==> src/osd_params.svh <==
`ifndef OSD_PARAMS_SVH
`define OSD_PARAMS_SVH

// identity reported through the base registers
`define OSD_MODID         16'h0001
`define OSD_MODVERSION    16'h0000
`define OSD_CAN_STALL     1'b1

// local register map
`define OSD_REG_MODID     16'h0000
`define OSD_REG_VERSION   16'h0001
`define OSD_REG_CS        16'h0003
`define OSD_CS_STALL      5'h01       // command in data[15:11] of a CS write

// extension bank, everything from here up goes to the register port
`define OSD_EXT_BASE      16'h0200
`define OSD_REG_SCRATCH0  16'h0200
`define OSD_REG_SCRATCH1  16'h0201
`define OSD_REG_SYSRST    16'h0202
`define OSD_REG_NUMMOD    16'h0203
`define OSD_NUM_MODULES   16'd4

`endif

==> src/osd_pkg.sv <==
`default_nettype none

package osd_pkg;

   typedef struct packed {
      logic        valid;
      logic        last;
      logic [15:0] data;
   } dii_flit;

   typedef enum logic [1:0] {
      SIZE_16 = 2'b01,
      SIZE_32 = 2'b10,
      SIZE_64 = 2'b11
   } osd_size_e;

   localparam logic [1:0] TYPE_REG = 2'b00;   // register access packet

   // second flit of a packet, request or response view
   typedef union packed {
      struct packed {
         logic [1:0] pkt_type;
         logic       burst;
         logic       write;
         osd_size_e  size;
         logic [9:0] src;
      } req;
      struct packed {
         logic [3:0] zero;
         logic       write;
         logic       error;
         logic [9:0] id;
      } resp;
   } osd_hdr_u;

   typedef struct packed {
      logic        write;
      logic [15:0] addr;
      osd_size_e   size;
      logic [15:0] wdata;
   } reg_req_t;

   typedef struct packed {
      logic        ack;
      logic        err;
      logic [15:0] rdata;
   } reg_rsp_t;

endpackage

`default_nettype wire

==> src/osd_statctrlif.sv <==
`timescale 1ns/10ps
`default_nettype none

`include "osd_params.svh"

module osd_statctrlif (
   input  logic              clk,
   input  logic              rst,
   input  logic [9:0]        id,
   input  osd_pkg::dii_flit  debug_in,
   output logic              debug_in_ready,
   output osd_pkg::dii_flit  debug_out,
   input  logic              debug_out_ready,
   output logic              reg_request,
   output osd_pkg::reg_req_t reg_req,
   input  osd_pkg::reg_rsp_t reg_rsp,
   output logic              stall
);
   import osd_pkg::*;

   typedef enum logic [3:0] {
      ST_IDLE,
      ST_HDR,
      ST_ADDR,
      ST_WRITE,
      ST_EXT_DATA,
      ST_EXT_WAIT,
      ST_RESP_DEST,
      ST_RESP_HDR,
      ST_RESP_VALUE,
      ST_DROP
   } state_e;

   state_e      state, nxt_state;
   logic        stall_q, nxt_stall;
   osd_hdr_u    req_hdr, nxt_req_hdr;    // burst bit kept but not acted on
   logic [15:0] req_addr, nxt_req_addr;
   logic [15:0] value, nxt_value;        // write data out, read data back
   logic        resp_error, nxt_resp_error;
   osd_hdr_u    resp_hdr;
   logic        addr_is_ext;
   logic        local_wr_err;

   assign addr_is_ext = (debug_in.data >= `OSD_EXT_BASE);
   // only a 16 bit write to CS is a legal local write
   assign local_wr_err = (req_hdr.req.size != SIZE_16) || (debug_in.data != `OSD_REG_CS);

   assign stall = stall_q;

   assign reg_req.write = req_hdr.req.write;
   assign reg_req.addr  = req_addr;
   assign reg_req.size  = req_hdr.req.size;
   assign reg_req.wdata = value;

   always_comb begin
      resp_hdr            = '0;
      resp_hdr.resp.write = req_hdr.req.write;
      resp_hdr.resp.error = resp_error;
      resp_hdr.resp.id    = id;
   end

   always_ff @(posedge clk) begin
      if (rst) begin
         state   <= ST_IDLE;
         stall_q <= `OSD_CAN_STALL;
      end else begin
         state   <= nxt_state;
         stall_q <= nxt_stall;
      end
      req_hdr    <= nxt_req_hdr;
      req_addr   <= nxt_req_addr;
      value      <= nxt_value;
      resp_error <= nxt_resp_error;
   end

   always_comb begin
      nxt_state      = state;
      nxt_stall      = stall_q;
      nxt_req_hdr    = req_hdr;
      nxt_req_addr   = req_addr;
      nxt_value      = value;
      nxt_resp_error = resp_error;

      debug_in_ready = 1'b0;
      debug_out      = '0;
      reg_request    = 1'b0;

      case (state)
         ST_IDLE: begin
            debug_in_ready = 1'b1;
            if (debug_in.valid) begin   // destination flit, nothing to keep
               nxt_state = ST_HDR;
            end
         end
         ST_HDR: begin
            debug_in_ready = 1'b1;
            if (debug_in.valid) begin
               nxt_req_hdr    = debug_in.data;
               nxt_resp_error = 1'b0;
               if (debug_in.last) begin
                  nxt_state = ST_IDLE;
               end else if (debug_in.data[15:14] != TYPE_REG) begin
                  nxt_state = ST_DROP;
               end else begin
                  nxt_state = ST_ADDR;
               end
            end
         end
         ST_ADDR: begin
            debug_in_ready = 1'b1;
            if (debug_in.valid) begin
               nxt_req_addr = debug_in.data;
               if (req_hdr.req.write) begin
                  if (debug_in.last) begin
                     nxt_resp_error = 1'b1;   // data flit missing
                     nxt_state      = ST_RESP_DEST;
                  end else if (addr_is_ext) begin
                     nxt_state = ST_EXT_DATA;
                  end else begin
                     nxt_resp_error = local_wr_err;
                     nxt_state      = ST_WRITE;   // data flit is consumed either way
                  end
               end else if (!debug_in.last) begin
                  nxt_state = ST_DROP;   // read with trailing flits
               end else if (addr_is_ext) begin
                  nxt_state = ST_EXT_WAIT;
               end else begin
                  nxt_state = ST_RESP_DEST;
                  case (debug_in.data)
                     `OSD_REG_MODID:   nxt_value = `OSD_MODID;
                     `OSD_REG_VERSION: nxt_value = `OSD_MODVERSION;
                     default:          nxt_resp_error = 1'b1;
                  endcase
               end
            end
         end
         ST_WRITE: begin
            debug_in_ready = 1'b1;
            if (debug_in.valid) begin
               if ((debug_in.data[15:11] != `OSD_CS_STALL) || (`OSD_CAN_STALL == 1'b0)) begin
                  nxt_resp_error = 1'b1;
               end else if (!resp_error && debug_in.last) begin
                  nxt_stall = debug_in.data[0];
               end
               nxt_state = debug_in.last ? ST_RESP_DEST : ST_DROP;
            end
         end
         ST_EXT_DATA: begin
            debug_in_ready = 1'b1;
            if (debug_in.valid) begin
               nxt_value = debug_in.data;
               nxt_state = debug_in.last ? ST_EXT_WAIT : ST_DROP;
            end
         end
         ST_EXT_WAIT: begin
            reg_request = 1'b1;   // held until the bank answers
            if (reg_rsp.ack || reg_rsp.err) begin
               nxt_resp_error = reg_rsp.err;
               if (!req_hdr.req.write) begin
                  nxt_value = reg_rsp.rdata;
               end
               nxt_state = ST_RESP_DEST;
            end
         end
         ST_RESP_DEST: begin
            debug_out.valid = 1'b1;
            debug_out.data  = {6'h0, req_hdr.req.src};
            if (debug_out_ready) begin
               nxt_state = ST_RESP_HDR;
            end
         end
         ST_RESP_HDR: begin
            debug_out.valid = 1'b1;
            debug_out.data  = resp_hdr;
            debug_out.last  = req_hdr.req.write || resp_error;   // no value flit
            if (debug_out_ready) begin
               nxt_state = debug_out.last ? ST_IDLE : ST_RESP_VALUE;
            end
         end
         ST_RESP_VALUE: begin
            debug_out.valid = 1'b1;
            debug_out.last  = 1'b1;
            debug_out.data  = value;
            if (debug_out_ready) begin
               nxt_state = ST_IDLE;
            end
         end
         ST_DROP: begin
            debug_in_ready = 1'b1;
            if (debug_in.valid && debug_in.last) begin
               nxt_state = ST_IDLE;
            end
         end
         default: begin
            nxt_state = ST_IDLE;
         end
      endcase
   end

endmodule

`default_nettype wire

==> src/osd_scm_regs.sv <==
`timescale 1ns/10ps
`default_nettype none

`include "osd_params.svh"

module osd_scm_regs (
   input  logic              clk,
   input  logic              rst,
   input  logic              reg_request,
   input  osd_pkg::reg_req_t reg_req,
   output osd_pkg::reg_rsp_t reg_rsp,
   output logic              sys_rst
);
   import osd_pkg::*;

   logic [15:0] scratch0;
   logic [15:0] scratch1;
   logic        sysrst_q;
   logic        answered;   // high in the ack or err cycle
   logic        err_q;
   logic [15:0] rdata_q;
   logic        dec_err;
   logic [15:0] dec_rdata;
   logic        new_req;

   // a request still held in the answer cycle is not taken again
   assign new_req = reg_request && !answered;

   always_comb begin
      dec_err   = 1'b0;
      dec_rdata = '0;
      case (reg_req.addr)
         `OSD_REG_SCRATCH0: dec_rdata = scratch0;
         `OSD_REG_SCRATCH1: dec_rdata = scratch1;
         `OSD_REG_SYSRST: begin
            dec_rdata = {15'h0, sysrst_q};
            dec_err   = reg_req.write && (reg_req.wdata[15:1] != '0);
         end
         `OSD_REG_NUMMOD: begin
            dec_rdata = `OSD_NUM_MODULES;
            dec_err   = reg_req.write;   // read only
         end
         default: dec_err = 1'b1;
      endcase
      if (reg_req.size != SIZE_16) begin
         dec_err = 1'b1;
      end
   end

   always_ff @(posedge clk) begin
      if (rst) begin
         answered <= 1'b0;
         scratch0 <= '0;
         scratch1 <= '0;
         sysrst_q <= 1'b0;
      end else begin
         answered <= new_req;
         if (new_req && reg_req.write && !dec_err) begin
            case (reg_req.addr)
               `OSD_REG_SCRATCH0: scratch0 <= reg_req.wdata;
               `OSD_REG_SCRATCH1: scratch1 <= reg_req.wdata;
               `OSD_REG_SYSRST:   sysrst_q <= reg_req.wdata[0];
               default:           sysrst_q <= sysrst_q;
            endcase
         end
      end
      err_q   <= dec_err;
      rdata_q <= dec_rdata;
   end

   assign reg_rsp.ack   = answered && !err_q;
   assign reg_rsp.err   = answered && err_q;
   assign reg_rsp.rdata = rdata_q;

   assign sys_rst = sysrst_q;

endmodule

`default_nettype wire

==> src/osd_scm.sv <==
`timescale 1ns/10ps
`default_nettype none

module osd_scm (
   input  logic             clk,
   input  logic             rst,
   input  logic [9:0]       id,
   input  osd_pkg::dii_flit debug_in,
   output logic             debug_in_ready,
   output osd_pkg::dii_flit debug_out,
   input  logic             debug_out_ready,
   output logic             stall,
   output logic             sys_rst
);
   import osd_pkg::*;

   // register port between decoder and bank
   logic     reg_request;
   reg_req_t reg_req;
   reg_rsp_t reg_rsp;

   osd_statctrlif statctrlif_i (
      .clk             (clk),
      .rst             (rst),
      .id              (id),
      .debug_in        (debug_in),
      .debug_in_ready  (debug_in_ready),
      .debug_out       (debug_out),
      .debug_out_ready (debug_out_ready),
      .reg_request     (reg_request),
      .reg_req         (reg_req),
      .reg_rsp         (reg_rsp),
      .stall           (stall)
   );

   osd_scm_regs regs_i (
      .clk         (clk),
      .rst         (rst),
      .reg_request (reg_request),
      .reg_req     (reg_req),
      .reg_rsp     (reg_rsp),
      .sys_rst     (sys_rst)
   );

endmodule

`default_nettype wire

==> config.mk <==
export PLATFORM = sky130hd
export DESIGN_NAME = osd_scm
export DESIGN_NICKNAME = d
export VERILOG_FILES = /design/src/osd_pkg.sv /design/src/osd_statctrlif.sv /design/src/osd_scm_regs.sv /design/src/osd_scm.sv
export VERILOG_INCLUDE_DIRS = /design/src
export SDC_FILE = /design/constraint.sdc
export NUM_CORES = 1
export LEC_CHECK = 0
export ABC_AREA = 1
export ABC_CLOCK_PERIOD_IN_PS = 2650
export BUFFER_PORTS_ARGS = -buffer_cell sky130_fd_sc_hd__buf_4
export CORE_ASPECT_RATIO = 0.9
export CORE_MARGIN = 4
export CORE_UTILIZATION = 53
export CTS_CLUSTER_SIZE = 16
export DETAILED_ROUTE_END_ITERATION = 10
export PLACE_DENSITY = 0.73
export SYNTH_ARGS = -nofsm -noshare
export SYNTH_HDL_FRONTEND = slang
export SYNTH_SLANG_ARGS = --single-unit
==> constraint.sdc <==
create_clock -name clk -period 2.65 [get_ports clk]
set_input_delay 0.53 -clock clk [delete_from_list [all_inputs] [get_ports clk]]
set_output_delay 0.53 -clock clk [all_outputs]
set_load 0.05 [all_outputs]
==> qor.yml <==
netlist_top_cells_area: "edfxtp_1 (30%), dfxtp_1 (24%), nand2_1 (13%), nor2_1 (8.9%), inv_1 (6.9%)"
final_cell_area_um2: 5376
synth.top_cells.by_count: "nand2_1 (159), nor2_1 (110), inv_1 (85)"
grt_max_degree: 35
hold_path_class: "in -> reg"
tns_ns: 0
cts.clk_slew.worst_paths_ns: 0.10
final_core_util_pct: 62.75
crit_arrival_ns: 1.95
cp_max_fo: 10
yosys.area.top_type: "edfxtp_1"
yosysMostFrequentCell: "nand2_1"
antenna_cells: 0
wl_um: 11840
cts.sinks: 102
cts_hold_buf: 0
overflow: 0
hold_ws_ns: 0.3470
io_pins: 52
avgViaCountPerCell: 5.195
relSlewSlack_pct: 66.83
fillCellCount: 788
leakage_uw: 0.002407
critPathLaunchType: "register"
power_density_nw_per_um2: 571.5
htreeDepth: 3
antenna_left: 0
start_util_pct: 54.26
dieArea_um2: 10340
period_minus_slack_ns: 2.483
numPortBuffers: 51
worstPathRequired_ns: 2.12
ys_ff_latch: 102
rrSetupSlack_ns: 0.45
total_power_uw: 3072
nNetsFinal: 670
setup_violations: 0
async_reset_ff_share_pct: 0
synth_area_um2: 4649
drive_above_1_share_pct: 14.91
fp.dieW_um: 106.7
synth_flop_cell: "dfxtp_1"
hold_viol: 0
clock_skew_ns: 0.008810
initialDrtViolationCount: 274
placed_area_um2: 5167
synth_top_area_share_pct: 29.71
clockBufferDepth: 2
end_kind: "output port"
rsz0062_at_grt: "false"
syn_nets: 611
wire_per_inst_um: 15.52
grt_pass1_wl_um: 19370
cts_buffers: 9
antenna_found_initial: 0
synthDistinctLibCells: 31
final_max_slew_viol_count: 0
core_area_um2: 8568
cts_tree: "yes"
synth_cells: 580
ctsRootBufferMaster: "clkbuf_8"
row_count: 32
ir_drop_v: 0.0002946
synth_edf_count: 46
post_synth.cell_area_avg_um2: 8.016
fin_crit_sh_pct: 93.71
path_class: "reg -> out"
vias: 3964
track_usage_pct: 23.86
syn_to_final_growth_pct: 15.64
fmax_mhz: 402.7
dr.pass1.iters: 5
worstMarginPinSlew_ns: 0.4965
gp_congestion: 0.8990
yosys_warnings: 0
max-cap-violations: 0
status: "finished, final reports clean"
yosysSeqAreaShare_pct: 53.82
dp_hpwl_um: 8667
insertion_delay_ns: 0.37
drc_errors: 0
grt_pass1_vias: 3897
fp.dieH_um: 96.86
## critical path, cell delays in order, from the launching register on
cell	delay [ns]
dfxtp_1	0.49
inv_1	0.14
nor2_1	0.12
nand2_1	0.13
clkinv_1	0.21
nand2_1	0.08
o211ai_1	0.14
buf_4	0.25
## cells in the final DEF (no fill, tap or decap), types with 3 or more instances in the layout
cell type / Yosys / final
nand2_1: 159 / 158
nor2_1: 110 / 110
inv_1: 85 / 85
buf_4: 0 / 64
dfxtp_1: 56 / 56
edfxtp_1: 46 / 46
o21ai_0: 21 / 21
o22ai_1: 15 / 15
nand3_1: 13 / 13
o211ai_1: 11 / 11
a21oi_1: 9 / 9
clkbuf_8: 0 / 9
nand4_1: 5 / 5
inv_2: 4 / 4
nor3_1: 4 / 4
nor2_4: 3 / 3
a32o_1: 3 / 3
nor4_1: 3 / 3
clkinv_4: 0 / 3
## layer usage
metal,wire [um],vias up,GRT usage [%]
met5,0,-,0
met4,337,0,8.358
met3,799,30,5.203
met2,5648,143,38.14
met1,5053,1835,32.04
li1,-,1956,-
## metrics by stage
| stage | setup WS, ns | instances |
|---|---|---|
| 2_1_floorplan | 0.1286 | 580 |
| 3_3_place_gp | 0.3711 | 745 |
| 3_5_place_dp | 0.3124 | 745 |
| 4_1_cts | 0.009693 | 761 |
| 5_1_grt | 0.02709 | 763 |
| 6_report | 0.1667 | 763 |
## layout make-up
class	count	area, um^2	share of cell area, %
multi-input combinational	371	1712	31.84
timing repair buffer	64	480.5	8.936
inverter	91	341.6	6.353
clock inverter	7	67.56	1.257
clock buffer	9	123.9	2.304
tap	119	148.9	2.769
sequential	102	2502	46.54
## repair_timing
action | 4_1_cts | 5_1_grt
setup endpoints to repair | 0 | 8
hold endpoints to repair | 0 | 0
resized for setup | 0 | 1
buffers inserted | 0 | 2
## cells by family after synthesis
logic type	synth area share, %
simple gates	28.01
buf+inv	9.419
flops	53.82
compound gates	8.746
## worst paths after layout
kind | from | end | depth (start not counted)
hold reg to reg | regs_i.scratch1[13] | regs_i.rdata_q[13] | 2
setup / recovery | statctrlif_i.state[1] | debug_out[2] | 7
setup reg to reg | statctrlif_i.req_addr[3] | regs_i.scratch1[11] | 10
hold / removal | debug_in[14] | statctrlif_i.req_addr[14] | 1
## state kept, by name, summed over array words and instances, names as in the netlist
name,cells
regs_i.rdata_q,16
regs_i.scratch0,16
regs_i.scratch1,16
statctrlif_i.req_addr,16
statctrlif_i.value,16
statctrlif_i.req_hdr,13
statctrlif_i.state,4
regs_i.answered,1
regs_i.err_q,1
regs_i.sys_rst,1
statctrlif_i.resp_error,1
statctrlif_i.stall,1
## report_power, final
part / internal, uW / switching (uW)
logic: 117 / 281
registers: 1700 / 36.8
clock network: 363 / 579
total: 2180 / 897
Power figures use the tool's default switching activity.
